`src/logic/xmem_map_pkg.sv`:
```
//--------------------------------------------------------------------------
// CPU address map of the exchange memory, at most four partitions.
// bit 15 selects configuration space, config commands are word aligned
// and the two byte lane bits of a config address are ignored
//--------------------------------------------------------------------------
package xmem_map_pkg;

    localparam int DW      = 32;
    localparam int ADR_W   = 16;
    localparam int PART_W  = 2;
    localparam int OFS_W   = 12;
    localparam int BANK_AW = 10;
    localparam int CFG_BIT = 15;

    // derived widths
    localparam int MAX_PART = 1 << PART_W;
    localparam int WOFS_W   = OFS_W - 2;
    localparam int SIZE_W   = BANK_AW + 1;
    localparam int CMD_W    = 4;

    typedef enum logic [CMD_W-1:0] {
        CMD_RANGE_START = 4'h0,
        CMD_BANK_START  = 4'h1,
        CMD_BANK_SIZE   = 4'h2
    } cmd_e;

    // config space: cfg | rsvd | part | cmd | byte lane
    typedef struct packed {
        logic                          cfg;
        logic [ADR_W-PART_W-CMD_W-4:0] rsvd;
        logic [PART_W-1:0]             part;
        cmd_e                          cmd;
        logic [1:0]                    lane;
    } cfg_view_t;

    // memory space: cfg | rsvd | part | byte offset
    typedef struct packed {
        logic                          cfg;
        logic [ADR_W-PART_W-OFS_W-2:0] rsvd;
        logic [PART_W-1:0]             part;
        logic [OFS_W-1:0]              ofs;
    } mem_view_t;

    typedef union packed {
        logic [ADR_W-1:0] raw;
        cfg_view_t        cfg;
        mem_view_t        mem;
    } risc_adr_u;

    // start word of every partition inside the bank
    typedef logic [MAX_PART-1:0][BANK_AW-1:0] bank_start_t;

endpackage

```
`src/logic/xmem_req_pkg.sv`:
```
//--------------------------------------------------------------------------
// request and response words passed between decoder, bank and return
// stage. accelerator offsets are byte offsets, bank offsets are words
//--------------------------------------------------------------------------
package xmem_req_pkg;

    import xmem_map_pkg::*;

    typedef enum logic {
        OWN_CPU = 1'b0,
        OWN_ACC = 1'b1
    } owner_e;

    // one access to the single port bank
    typedef struct packed {
        logic              valid;
        logic [3:0]        we;
        logic              re;
        logic [PART_W-1:0] part;
        logic [WOFS_W-1:0] wofs;
        logic [DW-1:0]     wdat;
    } bank_req_t;

    // accelerator side, whole words only
    typedef struct packed {
        logic              valid;
        logic              we;
        logic [PART_W-1:0] part;
        logic [OFS_W-1:0]  ofs;
        logic [DW-1:0]     wdat;
    } acc_req_t;

    // registered read result with its requester
    typedef struct packed {
        logic          valid;
        owner_e        owner;
        logic [DW-1:0] data;
    } bank_rsp_t;

endpackage

```
`src/logic/read_return.sv`:
```
//--------------------------------------------------------------------------
// steers bank read results to the CPU or accelerator outputs.
// data outputs hold their last word between valid pulses
//--------------------------------------------------------------------------
`timescale 1ns/1ps

module read_return (
    input  logic                        clk,
    input  logic                        rstn,

    input  xmem_req_pkg::bank_rsp_t     bank_rsp,

    output logic [xmem_map_pkg::DW-1:0] risc_do,
    output logic                        risc_do_vld,
    output logic [xmem_map_pkg::DW-1:0] rdat,
    output logic                        rdat_vld
);
    import xmem_req_pkg::*;

    logic to_cpu;
    logic to_acc;

    assign to_cpu = bank_rsp.valid && (bank_rsp.owner == OWN_CPU);
    assign to_acc = bank_rsp.valid && (bank_rsp.owner == OWN_ACC);

    // one cycle pulse per response
    always_ff @(posedge clk or negedge rstn) begin
        if (!rstn) begin
            risc_do_vld <= 1'b0;
            rdat_vld    <= 1'b0;
        end else begin
            risc_do_vld <= to_cpu;
            rdat_vld    <= to_acc;
        end
    end

    always_ff @(posedge clk) begin
        if (to_cpu) begin
            risc_do <= bank_rsp.data;
        end
        if (to_acc) begin
            rdat <= bank_rsp.data;
        end
    end

endmodule

```
`config.mk`:
```
export PLATFORM = sky130hd
export DESIGN_NAME = read_return
export DESIGN_NICKNAME = d
export VERILOG_FILES = /design/src/logic/xmem_map_pkg.sv /design/src/logic/xmem_req_pkg.sv /design/src/logic/read_return.sv
export SDC_FILE = /design/constraint.sdc
export NUM_CORES = 1
export LEC_CHECK = 0
export ABC_CLOCK_PERIOD_IN_PS = 950
export BUFFER_PORTS_ARGS = -buffer_cell sky130_fd_sc_hd__buf_4
export CAP_MARGIN = 0
export CORE_MARGIN = 2
export CORE_UTILIZATION = 47
export DETAILED_ROUTE_END_ITERATION = 10
export GPL_TIMING_DRIVEN = 0
export PLACE_DENSITY_LB_ADDON = 0.3
export SETUP_SLACK_MARGIN = 0.2
export SLEW_MARGIN = 0
export SYNTH_ARGS = -nofsm -noshare
export SYNTH_HDL_FRONTEND = slang
export SYNTH_SLANG_ARGS = --single-unit
```
`constraint.sdc`:
```
create_clock -name clk -period 0.95 [get_ports clk]
set_input_delay 0.1425 -clock clk [delete_from_list [all_inputs] [get_ports clk]]
set_output_delay 0.1425 -clock clk [all_outputs]
set_load 0.05 [all_outputs]
```
# Word-level counts from Yosys, hierarchy flattened

Index checks and enable logic that the tools add are counted.

Bits in registers: 66
Bits of input ports: 36
Output and inout bits: 66

Reductions and logical operators: 2
Bitwise operators: 1

Operators with widths:

| cell                | number |
|---|---|
| $logic_and A1 B1 Y1 | 2 |
| $not A1 Y1          | 1 |

# Depth between registers and ports, before layout

Depth in word-level cells: 2
Gate-level depth with buffers: 1

# Worst setup path before layout

Ideal clock, no wire load.

Kind: in2reg
Start: input bank_rsp[32] in the netlist's numbering
End: register risc_do[0] in the netlist's numbering (enable)
Library setup time: 0.374 ns
Arrival time: 0.695 ns
Slack: -0.120 ns
Buffers on the path: 0
Stages: 1
Path through: and2b_2

Cells in the longest elaborated chain, start to end: 2

Ends and longest elaborated chain:

| item                 | line              | text |
|---|---|---|
| from (decl)          | read_return.sv:11 | `input xmem_req_pkg::bank_rsp_t bank_rsp,` |
| $not A1 Y1           | read_return.sv:23 | `assign to_cpu = bank_rsp.valid && (bank_rsp.owner == OWN_CPU);` |
| $logic_and A1 B1 Y1  | read_return.sv:23 |  |
| to (signal assigned) | read_return.sv:39 | `risc_do <= bank_rsp.data;` |
| to (decl)            | read_return.sv:13 | `output logic [xmem_map_pkg::DW-1:0] risc_do,` |

Every way passes these cells.
A chain may end at the register's enable or synchronous reset.

# Worst setup path in the final report

Start: register rdat[20] in the netlist's numbering
End: output rdat[20] in the netlist's numbering

RTL lines:

| item                   | line              | text |
|---|---|---|
| from (decl)            | read_return.sv:15 | `output logic [xmem_map_pkg::DW-1:0] rdat,` |
| from (signal assigned) | read_return.sv:42 | `rdat <= bank_rsp.data;` |

No word-level cell between the ends.

==> summary.md <==
| Metric | Value |
|---|---|
| Status | finished with violations |
| Failing checks | setup timing |
| Mapped cell area | 0.001988 sq mm |
| Clock sinks | 66 |
| Via density | 4.665 |
| Initial drt markers | 94 |
| Top post-synthesis cells by area | edfxtp_1 (97%), dfrtp_1 (2.5%), and2b_2 (0.44%) |
| Worst Setup Path Type | flop to output port |
| Synthesis Warnings | 0 |
| Post-synth net total | 104 |
| Maximum vdd drop | 1467 uV |
| Post-DP Area | 0.002811 sq mm |
| Root buf cell | clkbuf_8 |
| Fin. max-slew vios | 0 |
| Slowest CP cell | edfxtp_1 |
| Port buffer count | 101 |
| Register clock-pin slew on the reported worst setup and hold paths | 0.07 ns |
| Cell Rows | 23 |
| Post-route minimum period | 1.060 ns |
| Final Hold Viols | 0 |
| Die ar. | 0.004767 sq mm |
| Syn avg cell area | 29.24 sq um |
| Gpl congestion | 0.7207 |
| RSZ-0062 raised after global routing | yes |
| GRT Util Overall | 21.60% |
| Detail Placement HPWL | 2760 microns |
| Sequential-to-total area share from yosys stat | 99.18% |
| Setup Fix Bufs, Post-CTS | 0 |
| Total Nets Final | 250 |
| First-pass GRT wire length | 7514 microns |
| Rel. slew slack | 70.26% |
| GRT Residual Overflow | 0 |
| Register area | 0.001972 sq mm |
| Crit-path max FO | 1 |
| Startpoint Class | flop |
| Starting Density | 49.35% |
| Peak Freq | 0.9434 GHz |
| Filler Cells Inserted | 167 |
| Worst Max-Slew Pin Slew | 0.4461 ns |
| Setup slack after layout | -0.1100 ns |
| Layout cell share with drive strength beyond 1 | 52.97% |
| Stages on the worst setup path | 1 |
| Final WL | 4868 microns |
| Synth-to-layout area growth | 78.98% |
| Total power | 0.006792 W |
| Max Buffers Root-to-Sink | 2 |
| Number of antenna violations at the first check in global routing | 0 |
| Pwr Density | 1909 mW/mm^2 |
| Fin Setup TNS | -4.788 ns |
| Crit-path cells | buf_6 |
| Die height | 69.04 microns |
| # diodes | 0 |
| CORE AREA | 0.004029 sq mm |
| Post-synthesis cell count | 68 |
| Yosys reg bits | 66 |
| Critical path arrival | 0.92 ns |
| DRC viols | 0 |
| Die width | 69.04 microns |
| Largest area contributor in the netlist | edfxtp_1 |
| Slowest Stage Delay on Critical Path | 0.41 ns |
| Final instance area | 0.003558 sq mm |
| Worst Setup End Kind | output port |
| Period utilisation layout | 111.6% |
| Drt wl/cell | 18.10 microns |
| CTS tree | built |
| Largest net degree at the start of global routing | 34 |
| CP required | 0.81 ns |
| Via count | 1255 |
| CTS buffer count | 9 |
| HP Class | input pin to asynchronous set/reset pin |
| Num ports | 102 |
| Leak Pwr | 1.445 nW |
| Pre-Repair DR Iteration Count | 4 |
| Post-route ant nets | 0 |
| Yosys top cell area share | 96.66% |
| Count of cell types in the netlist | 4 |
| Cell family contributing the most delay on the critical path | flip-flops |
| H-tree levels | 3 |
| Max cap viols | 0 |
| WP buf/inv | 1 |
| Vias in the first global route | 1440 |
| Footprint of the multi-input gates | 28.78 sq um |
| Final setup vio count | 66 |
## path summary, 6_finish.rpt
kind,startpoint,end,slack [ns]
worst min-delay path,rstn,risc_do_vld,0.13
max in group asynchronous,rstn,rdat_vld,0.72
worst max-delay path,rdat[20],rdat[20],-0.11
min in group clk,bank_rsp[2],risc_do[2],0.22
## sequential cells by signal (all words and copies together), names as in the netlist
signal	count
rdat_vld	1
risc_do	32
rdat	32
risc_do_vld	1
## per-stage QoR
stage / util (%) / hold slack [ns] / setup slack [ns] / std cells
6_report: 88.32 / 0.1341 / -0.1100 / 269
5_1_grt: 88.32 / 0.1345 / -0.1442 / 269
4_1_cts: 87.92 / 0.002386 / -0.1152 / 268
3_5_place_dp: 69.78 / -0.06953 / -0.2693 / 219
3_3_place_gp: 69.78 / -0.07509 / -0.2492 / 219
2_1_floorplan: - / -0.1531 / -0.003136 / 68
## layer usage
layer	wire length, microns	track usage, %
met2	2811	39.96
met5	0	0
met1	1632	22.08
met4	30	7.843
met3	394	7.895
## synth_stat cells (all sizes together)
master	number
dfrtp	2
and2b	1
edfxtp	64
and2	1
## power by group
part | leakage (nW) | switching [W] | internal, W | total [W]
Combinational | 0.737 | 0.000854 | 0.000530 | 0.00138
Sequential | 0.626 | 0.0000958 | 0.00342 | 0.00351
Clock | 0.0816 | 0.000970 | 0.000928 | 0.00190
Total | 1.44 | 0.00192 | 0.00487 | 0.00679
## cells by family (layout without fill, tap and decap cells)
| logic type | after synthesis | count (layout) | share of synthesized area, % |
|---|---|---|---|
| buffers and inverters | 0 | 150 | 0 |
| flip-flops | 66 | 66 | 99.18 |
| AND/OR/NAND/NOR | 2 | 3 | 0.8183 |
## area by class of cell
cell class              count  share of cell area (%)
clock buffers              12                   3.797
clock inverters             4                  0.5274
multi-input cells           3                  0.8087
flip-flops and latches     66                   55.41
well taps                  50                   1.758
repair buffers            134                   37.69
## cell usage in the layout, fill, tap and decap left out
cell type       instances
buf_6                  66
edfxtp_1               64
buf_4                  35
dlygate4sd3_1          31
clkbuf_8                9
clkbuf_1                3
clkinv_2                3
and2b_4                 2
dlymetal6s4s_1          2
dfrtp_1                 2
and2_4                  1
clkinv_1                1
## timing repair
item,in CTS,in global routing
hold buffers,32,1
gates cloned,1,0
hold endpoints to repair,63,2
setup endpoints to repair,98,85
resized for setup,67,3
Power figures use the tool's default switching activity.
