`src/logic/xmem_map_pkg.sv`:
```
//--------------------------------------------------------------------------
// CPU address map of the exchange memory, at most four partitions.
// bit 15 selects configuration space, config commands are word aligned
// and the two byte lane bits of a config address are ignored
//--------------------------------------------------------------------------
package xmem_map_pkg;

    localparam int DW      = 32;
    localparam int ADR_W   = 16;
    localparam int PART_W  = 2;
    localparam int OFS_W   = 12;
    localparam int BANK_AW = 10;
    localparam int CFG_BIT = 15;

    // derived widths
    localparam int MAX_PART = 1 << PART_W;
    localparam int WOFS_W   = OFS_W - 2;
    localparam int SIZE_W   = BANK_AW + 1;
    localparam int CMD_W    = 4;

    typedef enum logic [CMD_W-1:0] {
        CMD_RANGE_START = 4'h0,
        CMD_BANK_START  = 4'h1,
        CMD_BANK_SIZE   = 4'h2
    } cmd_e;

    // config space: cfg | rsvd | part | cmd | byte lane
    typedef struct packed {
        logic                          cfg;
        logic [ADR_W-PART_W-CMD_W-4:0] rsvd;
        logic [PART_W-1:0]             part;
        cmd_e                          cmd;
        logic [1:0]                    lane;
    } cfg_view_t;

    // memory space: cfg | rsvd | part | byte offset
    typedef struct packed {
        logic                          cfg;
        logic [ADR_W-PART_W-OFS_W-2:0] rsvd;
        logic [PART_W-1:0]             part;
        logic [OFS_W-1:0]              ofs;
    } mem_view_t;

    typedef union packed {
        logic [ADR_W-1:0] raw;
        cfg_view_t        cfg;
        mem_view_t        mem;
    } risc_adr_u;

    // start word of every partition inside the bank
    typedef logic [MAX_PART-1:0][BANK_AW-1:0] bank_start_t;

endpackage

```
`src/logic/xmem_req_pkg.sv`:
```
//--------------------------------------------------------------------------
// request and response words passed between decoder, bank and return
// stage. accelerator offsets are byte offsets, bank offsets are words
//--------------------------------------------------------------------------
package xmem_req_pkg;

    import xmem_map_pkg::*;

    typedef enum logic {
        OWN_CPU = 1'b0,
        OWN_ACC = 1'b1
    } owner_e;

    // one access to the single port bank
    typedef struct packed {
        logic              valid;
        logic [3:0]        we;
        logic              re;
        logic [PART_W-1:0] part;
        logic [WOFS_W-1:0] wofs;
        logic [DW-1:0]     wdat;
    } bank_req_t;

    // accelerator side, whole words only
    typedef struct packed {
        logic              valid;
        logic              we;
        logic [PART_W-1:0] part;
        logic [OFS_W-1:0]  ofs;
        logic [DW-1:0]     wdat;
    } acc_req_t;

    // registered read result with its requester
    typedef struct packed {
        logic          valid;
        owner_e        owner;
        logic [DW-1:0] data;
    } bank_rsp_t;

endpackage

```
`src/logic/risc_cmd_decode.sv`:
```
//--------------------------------------------------------------------------
// CPU strobes are sampled every edge, the CPU port is always ready.
// a memory access hits when offset/4 < bank size of its partition.
// sizes reset to zero, so every access misses until configured
//--------------------------------------------------------------------------
`timescale 1ns/1ps

module risc_cmd_decode #(
    parameter int NUM_PART = 4
) (
    input  logic                        clk,
    input  logic                        rstn,

    input  logic [3:0]                  risc_we,
    input  logic                        risc_re,
    input  xmem_map_pkg::risc_adr_u     risc_adr,
    input  logic [xmem_map_pkg::DW-1:0] risc_di,

    output xmem_req_pkg::bank_req_t     cpu_req,
    output xmem_map_pkg::bank_start_t   bank_start
);
    import xmem_map_pkg::*;
    import xmem_req_pkg::*;

    // size of every partition, zero for partitions not built
    logic [MAX_PART-1:0][SIZE_W-1:0] part_size;

    logic              cfg_sel;
    logic              cfg_we;
    logic              mem_acc;
    logic              hit;
    logic [WOFS_W-1:0] wofs;

    bank_req_t         req_d;
    bank_req_t         req_q;
    logic              req_vld;

    //------------------------------------------------------------------------
    // configuration space
    //------------------------------------------------------------------------
    assign cfg_sel = risc_adr.raw[CFG_BIT];
    assign cfg_we  = cfg_sel && risc_we[0];

    for (genvar p = 0; p < MAX_PART; p++) begin : g_part
        if (p < NUM_PART) begin : g_cfg
            logic [BANK_AW-1:0] base;
            logic [SIZE_W-1:0]  size;
            logic               sel;

            assign sel = cfg_we && (risc_adr.cfg.part == PART_W'(p));

            always_ff @(posedge clk or negedge rstn) begin
                if (!rstn) begin
                    base <= '0;
                    size <= '0;
                end else if (sel) begin
                    // range start writes are accepted and dropped
                    case (risc_adr.cfg.cmd)
                        CMD_BANK_START: base <= risc_di[BANK_AW-1:0];
                        CMD_BANK_SIZE:  size <= risc_di[SIZE_W-1:0];
                        default: ;
                    endcase
                end
            end

            assign bank_start[p] = base;
            assign part_size[p]  = size;
        end else begin : g_none
            // unbuilt partition, size zero means it never hits
            assign bank_start[p] = '0;
            assign part_size[p]  = '0;
        end
    end

    //------------------------------------------------------------------------
    // memory space filter
    //------------------------------------------------------------------------
    assign mem_acc = !cfg_sel && (risc_re || (risc_we != 4'b0000));
    assign wofs    = risc_adr.mem.ofs[OFS_W-1:2];
    assign hit     = mem_acc && ({1'b0, wofs} < part_size[risc_adr.mem.part]);

    always_comb begin
        req_d.valid = hit;
        req_d.we    = risc_we;
        req_d.re    = risc_re;
        req_d.part  = risc_adr.mem.part;
        req_d.wofs  = wofs;
        req_d.wdat  = risc_di;
    end

    // one valid cycle per hit
    always_ff @(posedge clk or negedge rstn) begin
        if (!rstn) begin
            req_vld <= 1'b0;
        end else begin
            req_vld <= hit;
        end
    end

    always_ff @(posedge clk) begin
        if (hit) begin
            req_q <= req_d;
        end
    end

    always_comb begin
        cpu_req       = req_q;
        cpu_req.valid = req_vld;
    end

endmodule

```
`config.mk`:
```
export PLATFORM = sky130hd
export DESIGN_NAME = risc_cmd_decode
export DESIGN_NICKNAME = d
export VERILOG_FILES = /design/src/logic/xmem_map_pkg.sv /design/src/logic/xmem_req_pkg.sv /design/src/logic/risc_cmd_decode.sv
export SDC_FILE = /design/constraint.sdc
export NUM_CORES = 1
export LEC_CHECK = 0
export CAP_MARGIN = 40
export CORE_ASPECT_RATIO = 0.7
export CORE_MARGIN = 2
export CORE_UTILIZATION = 50
export DETAILED_ROUTE_END_ITERATION = 10
export DONT_BUFFER_PORTS = 1
export PLACE_DENSITY = 0.74
export SYNTH_ARGS = -nofsm -noshare
export SYNTH_HDL_FRONTEND = slang
export SYNTH_SLANG_ARGS = --single-unit
```
`constraint.sdc`:
```
create_clock -name clk -period 5.8 [get_ports clk]
set_clock_uncertainty 0.2 [all_clocks]
set_input_delay 0.87 -clock clk [delete_from_list [all_inputs] [get_ports clk]]
set_output_delay 0.87 -clock clk [all_outputs]
set_load 0.01 [all_outputs]
```
After elaboration in Yosys (flattened, before gate mapping)
Cells that the tools add are included.

operators by class
  order comparisons = 2
  equality and inequality tests = 5
  muxes and demuxes = 2
  reductions and logical operators = 19

operators by type and width
  cell                  count
  $bmux W11 S2          1
  $reduce_and A2 Y1     8
  $lt A10 B11 Y1        1
  $mux W11              1
  $logic_and A1 B1 Y1   7
  $eq A2 B2 Y1 const B  2
  $eq A4 B1 Y1 const B  1
  $eq A4 B2 Y1 const B  1
  $reduce_bool A4 Y1    1
  $lt A2 B3 Y1 const B  1
  $eq A2 B1 Y1 const B  1
  $logic_not A2 Y1      1
  $logic_not A1 Y1      1
  $logic_or A1 B1 Y1    1

word-level totals
  register bits after elaboration = 134
  bits of input ports = 55
  word-level logic and storage cells = 42

Depth between registers and ports, before layout
  word-level depth = 4
  gate-level depth with buffers = 9
  gate-level depth less buffers = 8

Worst setup path after synthesis
Ideal clock, no wire load.

  kind = input port to flip-flop
  start = input risc_adr[12] in the netlist's numbering
  end = register req_q (netlist bit cpu_req[0]) (enable)
  setup time = 0.463 ns
  data arrival time = 4.622 ns
  required time = 5.137 ns
  slack = 0.515 ns
  stages on the path = 9
  path buffers = 1
  cell sequence = buf_2 -> mux4_2 -> inv_1 -> ha_1 -> a21oi_1 -> a21boi_0 -> o21ai_0 -> a21oi_1 -> o21ai_1

on the way
  word-level cells in the longest chain between the ends = 4

ends and longest elaborated chain
  what                            line                    source
  start, declared                 risc_cmd_decode.sv:16   input xmem_map_pkg::risc_adr_u risc_adr,
  $bmux W11 S2                    risc_cmd_decode.sv:80   assign hit = mem_acc && ({1'b0, wofs} < part_size[risc_adr.mem.part]);
  $mux W11 (implied by the code)  risc_cmd_decode.sv:80
  $lt A10 B11 Y1                  risc_cmd_decode.sv:80
  $logic_and A1 B1 Y1             risc_cmd_decode.sv:80
  via hit                         risc_cmd_decode.sv:31   logic hit;
  end signal, assigned            risc_cmd_decode.sv:102  req_q <= req_d;
  end, declared                   risc_cmd_decode.sv:35   bank_req_t req_q;

The timed path passes the listed nets, and every way through them passes these cells. The select of a mux whose other input is x is not followed.
A chain may end at the register's enable or synchronous reset.

Worst setup path in the final report
  start = input risc_adr[12] in the netlist's numbering
  end = register req_q (netlist bit cpu_req[3]) (enable)

Same word-level chain as after synthesis.

==> flow_summary.json <==
{
  "status": "finished, final reports clean",
  "cp_slowest_stage_delay_ns": 0.53,
  "switchingPower_uw": 493.7,
  "max_freq_mhz": 324.4,
  "timing.final.crit_share_pct": 53.14,
  "post-place-ws_ns": 2.295,
  "vias": 2542,
  "crit_type": "primary input to flip-flop",
  "grt_pass1_wl_mm": 15.64,
  "drive_gt1_share_pct": 42.95,
  "drc_errors": 0,
  "slowest_stage": "buf_4",
  "cts_tree": "yes",
  "die_area_um2": 11350,
  "port_buffers": 0,
  "avgSynthCellArea_um2": 18.10,
  "grtUsageTotal_pct": 18.67,
  "drtIter0Drc": 111,
  "leakagePower_nw": 2.665,
  "fillers": 781,
  "ctsResizeCount": 0,
  "cts_made_buffers": 17,
  "detail-route-antenna-nets": 0,
  "cpMostUsedCell": "a21oi_1",
  "seq_power_share_pct": 48.8,
  "nets": 370,
  "final_util_pct": 58.75,
  "yosysSeqAreaShare_pct": 68.56,
  "setup_violations": 0,
  "tns_ns": 0,
  "numClockSinks": 134,
  "yosysTopAreaCell": "dfrtp_1",
  "grt_pass1_vias": 2743,
  "drt-pass1-iter-count": 4,
  "min_path_type": "primary input to asynchronous set/reset pin",
  "critical_path_cell_count": 9,
  "syn_inst": 290,
  "relSlewSlack_pct": 53.25,
  "p_per_area_nw_per_um2": 383.9,
  "die_w_um": 126.5,
  "synthMuxAreaShare_pct": 22.74,
  "grt_max_degree": 86,
  "cp-startpoint": "risc_adr[12]",
  "p_clk_share_pct": 45.9,
  "netlist_area_um2": 5249,
  "vias_per_cell": 5.636,
  "setup_slack_ns": 2.718,
  "fp.dieH_um": 89.72,
  "rr_worst_depth": 9,
  "vdd_drop_max_v": 0.0002365,
  "p_int_mw": 1.825,
  "path_buf_inv": 2,
  "overflow": 0,
  "p_comb_share_pct": 5.3,
  "place.gp.congestion": 0.7550,
  "synth_adder_area_share_pct": 2.145,
  "cap_viol_max_count": 0,
  "start_util_pct": 51.07,
  "synth_top_family_by_area": "multiplexers",
  "r2r_slack_ns": 2.82,
  "antenna_found_initial": 0,
  "floorplan.rows": 31,
  "synth.area.top_cells": "dfrtp_1, edfxtp_1, mux2_2",
  "end_kind": "flip-flop",
  "final_cells": 451,
  "endpoint": "cpu_req[3]",
  "hold_viol": 0,
  "antenna_cells": 0,
  "clockBufferDepth": 2,
  "cts.clk_slew.worst_paths_ns": 0.05,
  "startpoint_type": "primary input",
  "whs_ns": 0.1650,
  "synthSimpleGateAreaFrac_pct": 3.981,
  "syn-num-nets": 354,
  "synth_xor_area_share_pct": 0,
  "ctsHoldBuffers": 1,
  "clk_latency_ns": 0.41,
  "cp.required_ns": 5.64,
  "critical_path_arrival_ns": 2.92,
  "fin_crit_ns": 3.082,
  "place_area_um2": 5414,
  "ys_ff_latch": 134,
  "ys_warn_count": 0,
  "final_area_um2": 6038,
  "max_slew.worst_pin.slew_ns": 0.6993,
  "htree_num_levels": 4,
  "wl_per_cell_um": 21.96,
  "area_growth_pct": 15.04,
  "synth_compound_area_share_pct": 1.144,
  "postCtsSetupRepairBufs": 0,
  "dp_cells": 418,
  "synth_top_area_share_pct": 40.52,
  "cts_root_buffer": "clkbuf_16",
  "routed_wirelength_mm": 9.905,
  "io_pins": 145,
  "r2r-end": "cpu_req[3]",
  "core_area_um2": 10280,
  "yosysUniqueCellTypes": 27,
  "totalPowerFinal_mw": 2.318,
  "cp_cell_sequence": "mux4_2 -> inv_1 -> ha_1 -> a21oi_1 -> a21boi_0 -> o21ai_0 -> a21oi_1 -> o21ai_4 -> buf_4",
  "finalMaxSlewViolations": 0,
  "swShare_pct": 21.30,
  "critical_path.top_delay_family": "compound AO/OA/AOI/OAI gates",
  "timing.rr.start": "g_part[0].g_cfg.size[4]",
  "rsz0062_at_grt": "no",
  "cp_max_fo": 50,
  "dp_hpwl_mm": 6.393
}
## worst register-to-register path: cells and delay by family, from the launching register on
| kind | cells | cell delay, ns |
|---|---|---|
| multiplexers | 1 | 0.45 |
| buffers and inverters | 2 | 0.60 |
| adder cells (fa/ha/maj) | 1 | 0.25 |
| AO/OA/AOI/OAI | 5 | 0.70 |
| flip-flops | 1 | 0.38 |
## cells in the mapped netlist (all sizes together)
library cell / n
and3: 1
a21boi: 1
mux2: 84
or2: 1
o21ai: 2
buf: 6
nor3: 1
edfxtp: 49
nand2b: 2
a21oi: 4
clkbuf: 1
nand3: 8
a21o: 1
nor4b: 2
mux4: 11
a211oi: 1
nor2: 8
nand2: 3
o211ai: 1
inv: 9
dfrtp: 85
ha: 9
## layer usage
layer,up-vias,track usage (%),share of wire [%]
li1,1110,-,-
met3,11,7.917,7.3
met2,95,27.85,48
met5,-,0,0
met1,1326,24.47,43
met4,0,7.143,1.1
## layout by cell type, fill, tap and decap left out
cell type	instances
dfrtp_1	85
mux2_2	84
edfxtp_1	49
clkbuf_16	18
mux4_2	11
inv_1	9
ha_1	9
nand3_1	6
nor2_1	6
clkinv_2	5
a21oi_1	4
nand2_1	3
clkbuf_8	3
clkbuf_1	3
nor4b_4	2
nand3_2	2
nor2_8	2
bufinv_16	2
buf_6	2
a21boi_0	1
o21ai_0	1
o211ai_1	1
a211oi_1	1
nor3_1	1
a21o_1	1
o21ai_4	1
nand2b_1	1
and3_1	1
or2_2	1
nand2b_4	1
clkinv_4	1
buf_16	1
buf_4	1
## sequential cells by signal, summed over array words and instances (netlist names)
| register | count |
|---|---|
| cpu_req | 49 |
| g_part.g_cfg.base | 40 |
| g_part.g_cfg.size | 44 |
| req_vld | 1 |
## power groups by stage
stage / Sequential [mW] / Clock, mW / Combinational, mW
finish: 1.13 / 1.07 / 0.122
global route: 1.14 / 1.13 / 0.136
CTS: 1.13 / 1.08 / 0.125
detailed placement: 1.15 / 0 / 0.110
global placement: 1.15 / 0 / 0.105
floorplan: 1.14 / 0 / 0.0956
## worst min path at each step
stage	from	end	cells after the start	slack (ns)
after floorplan	g_part[2].g_cfg.size[10]	g_part[2].g_cfg.size[10]	1	0.27
after global placement	g_part[2].g_cfg.size[5]	g_part[2].g_cfg.size[5]	1	0.28
after detailed placement	g_part[2].g_cfg.size[8]	g_part[2].g_cfg.size[8]	1	0.29
after CTS	rstn	g_part[2].g_cfg.base[9]	1	0.17
after global routing	rstn	g_part[2].g_cfg.base[9]	1	0.18
final	rstn	g_part[2].g_cfg.base[9]	1	0.17
## layout make-up
class,count,area (um^2),area share (%)
sequential,134,3598,59.59
multi-input combinational,140,1587,26.27
clock buffer,24,503.0,8.330
tap,132,165.2,2.735
clock inverter,8,93.84,1.554
timing repair buffer,4,57.56,0.9532
inverter,9,33.78,0.5595
## logic make-up after synthesis
kind of cell | count (synthesis)
adders and majority gates | 9
DFF | 134
muxes | 95
AOI/OAI and AO/OA | 10
and+or+nand+nor | 26
buffers and inverters | 16
No activity file was read; power rests on OpenSTA's default activity.
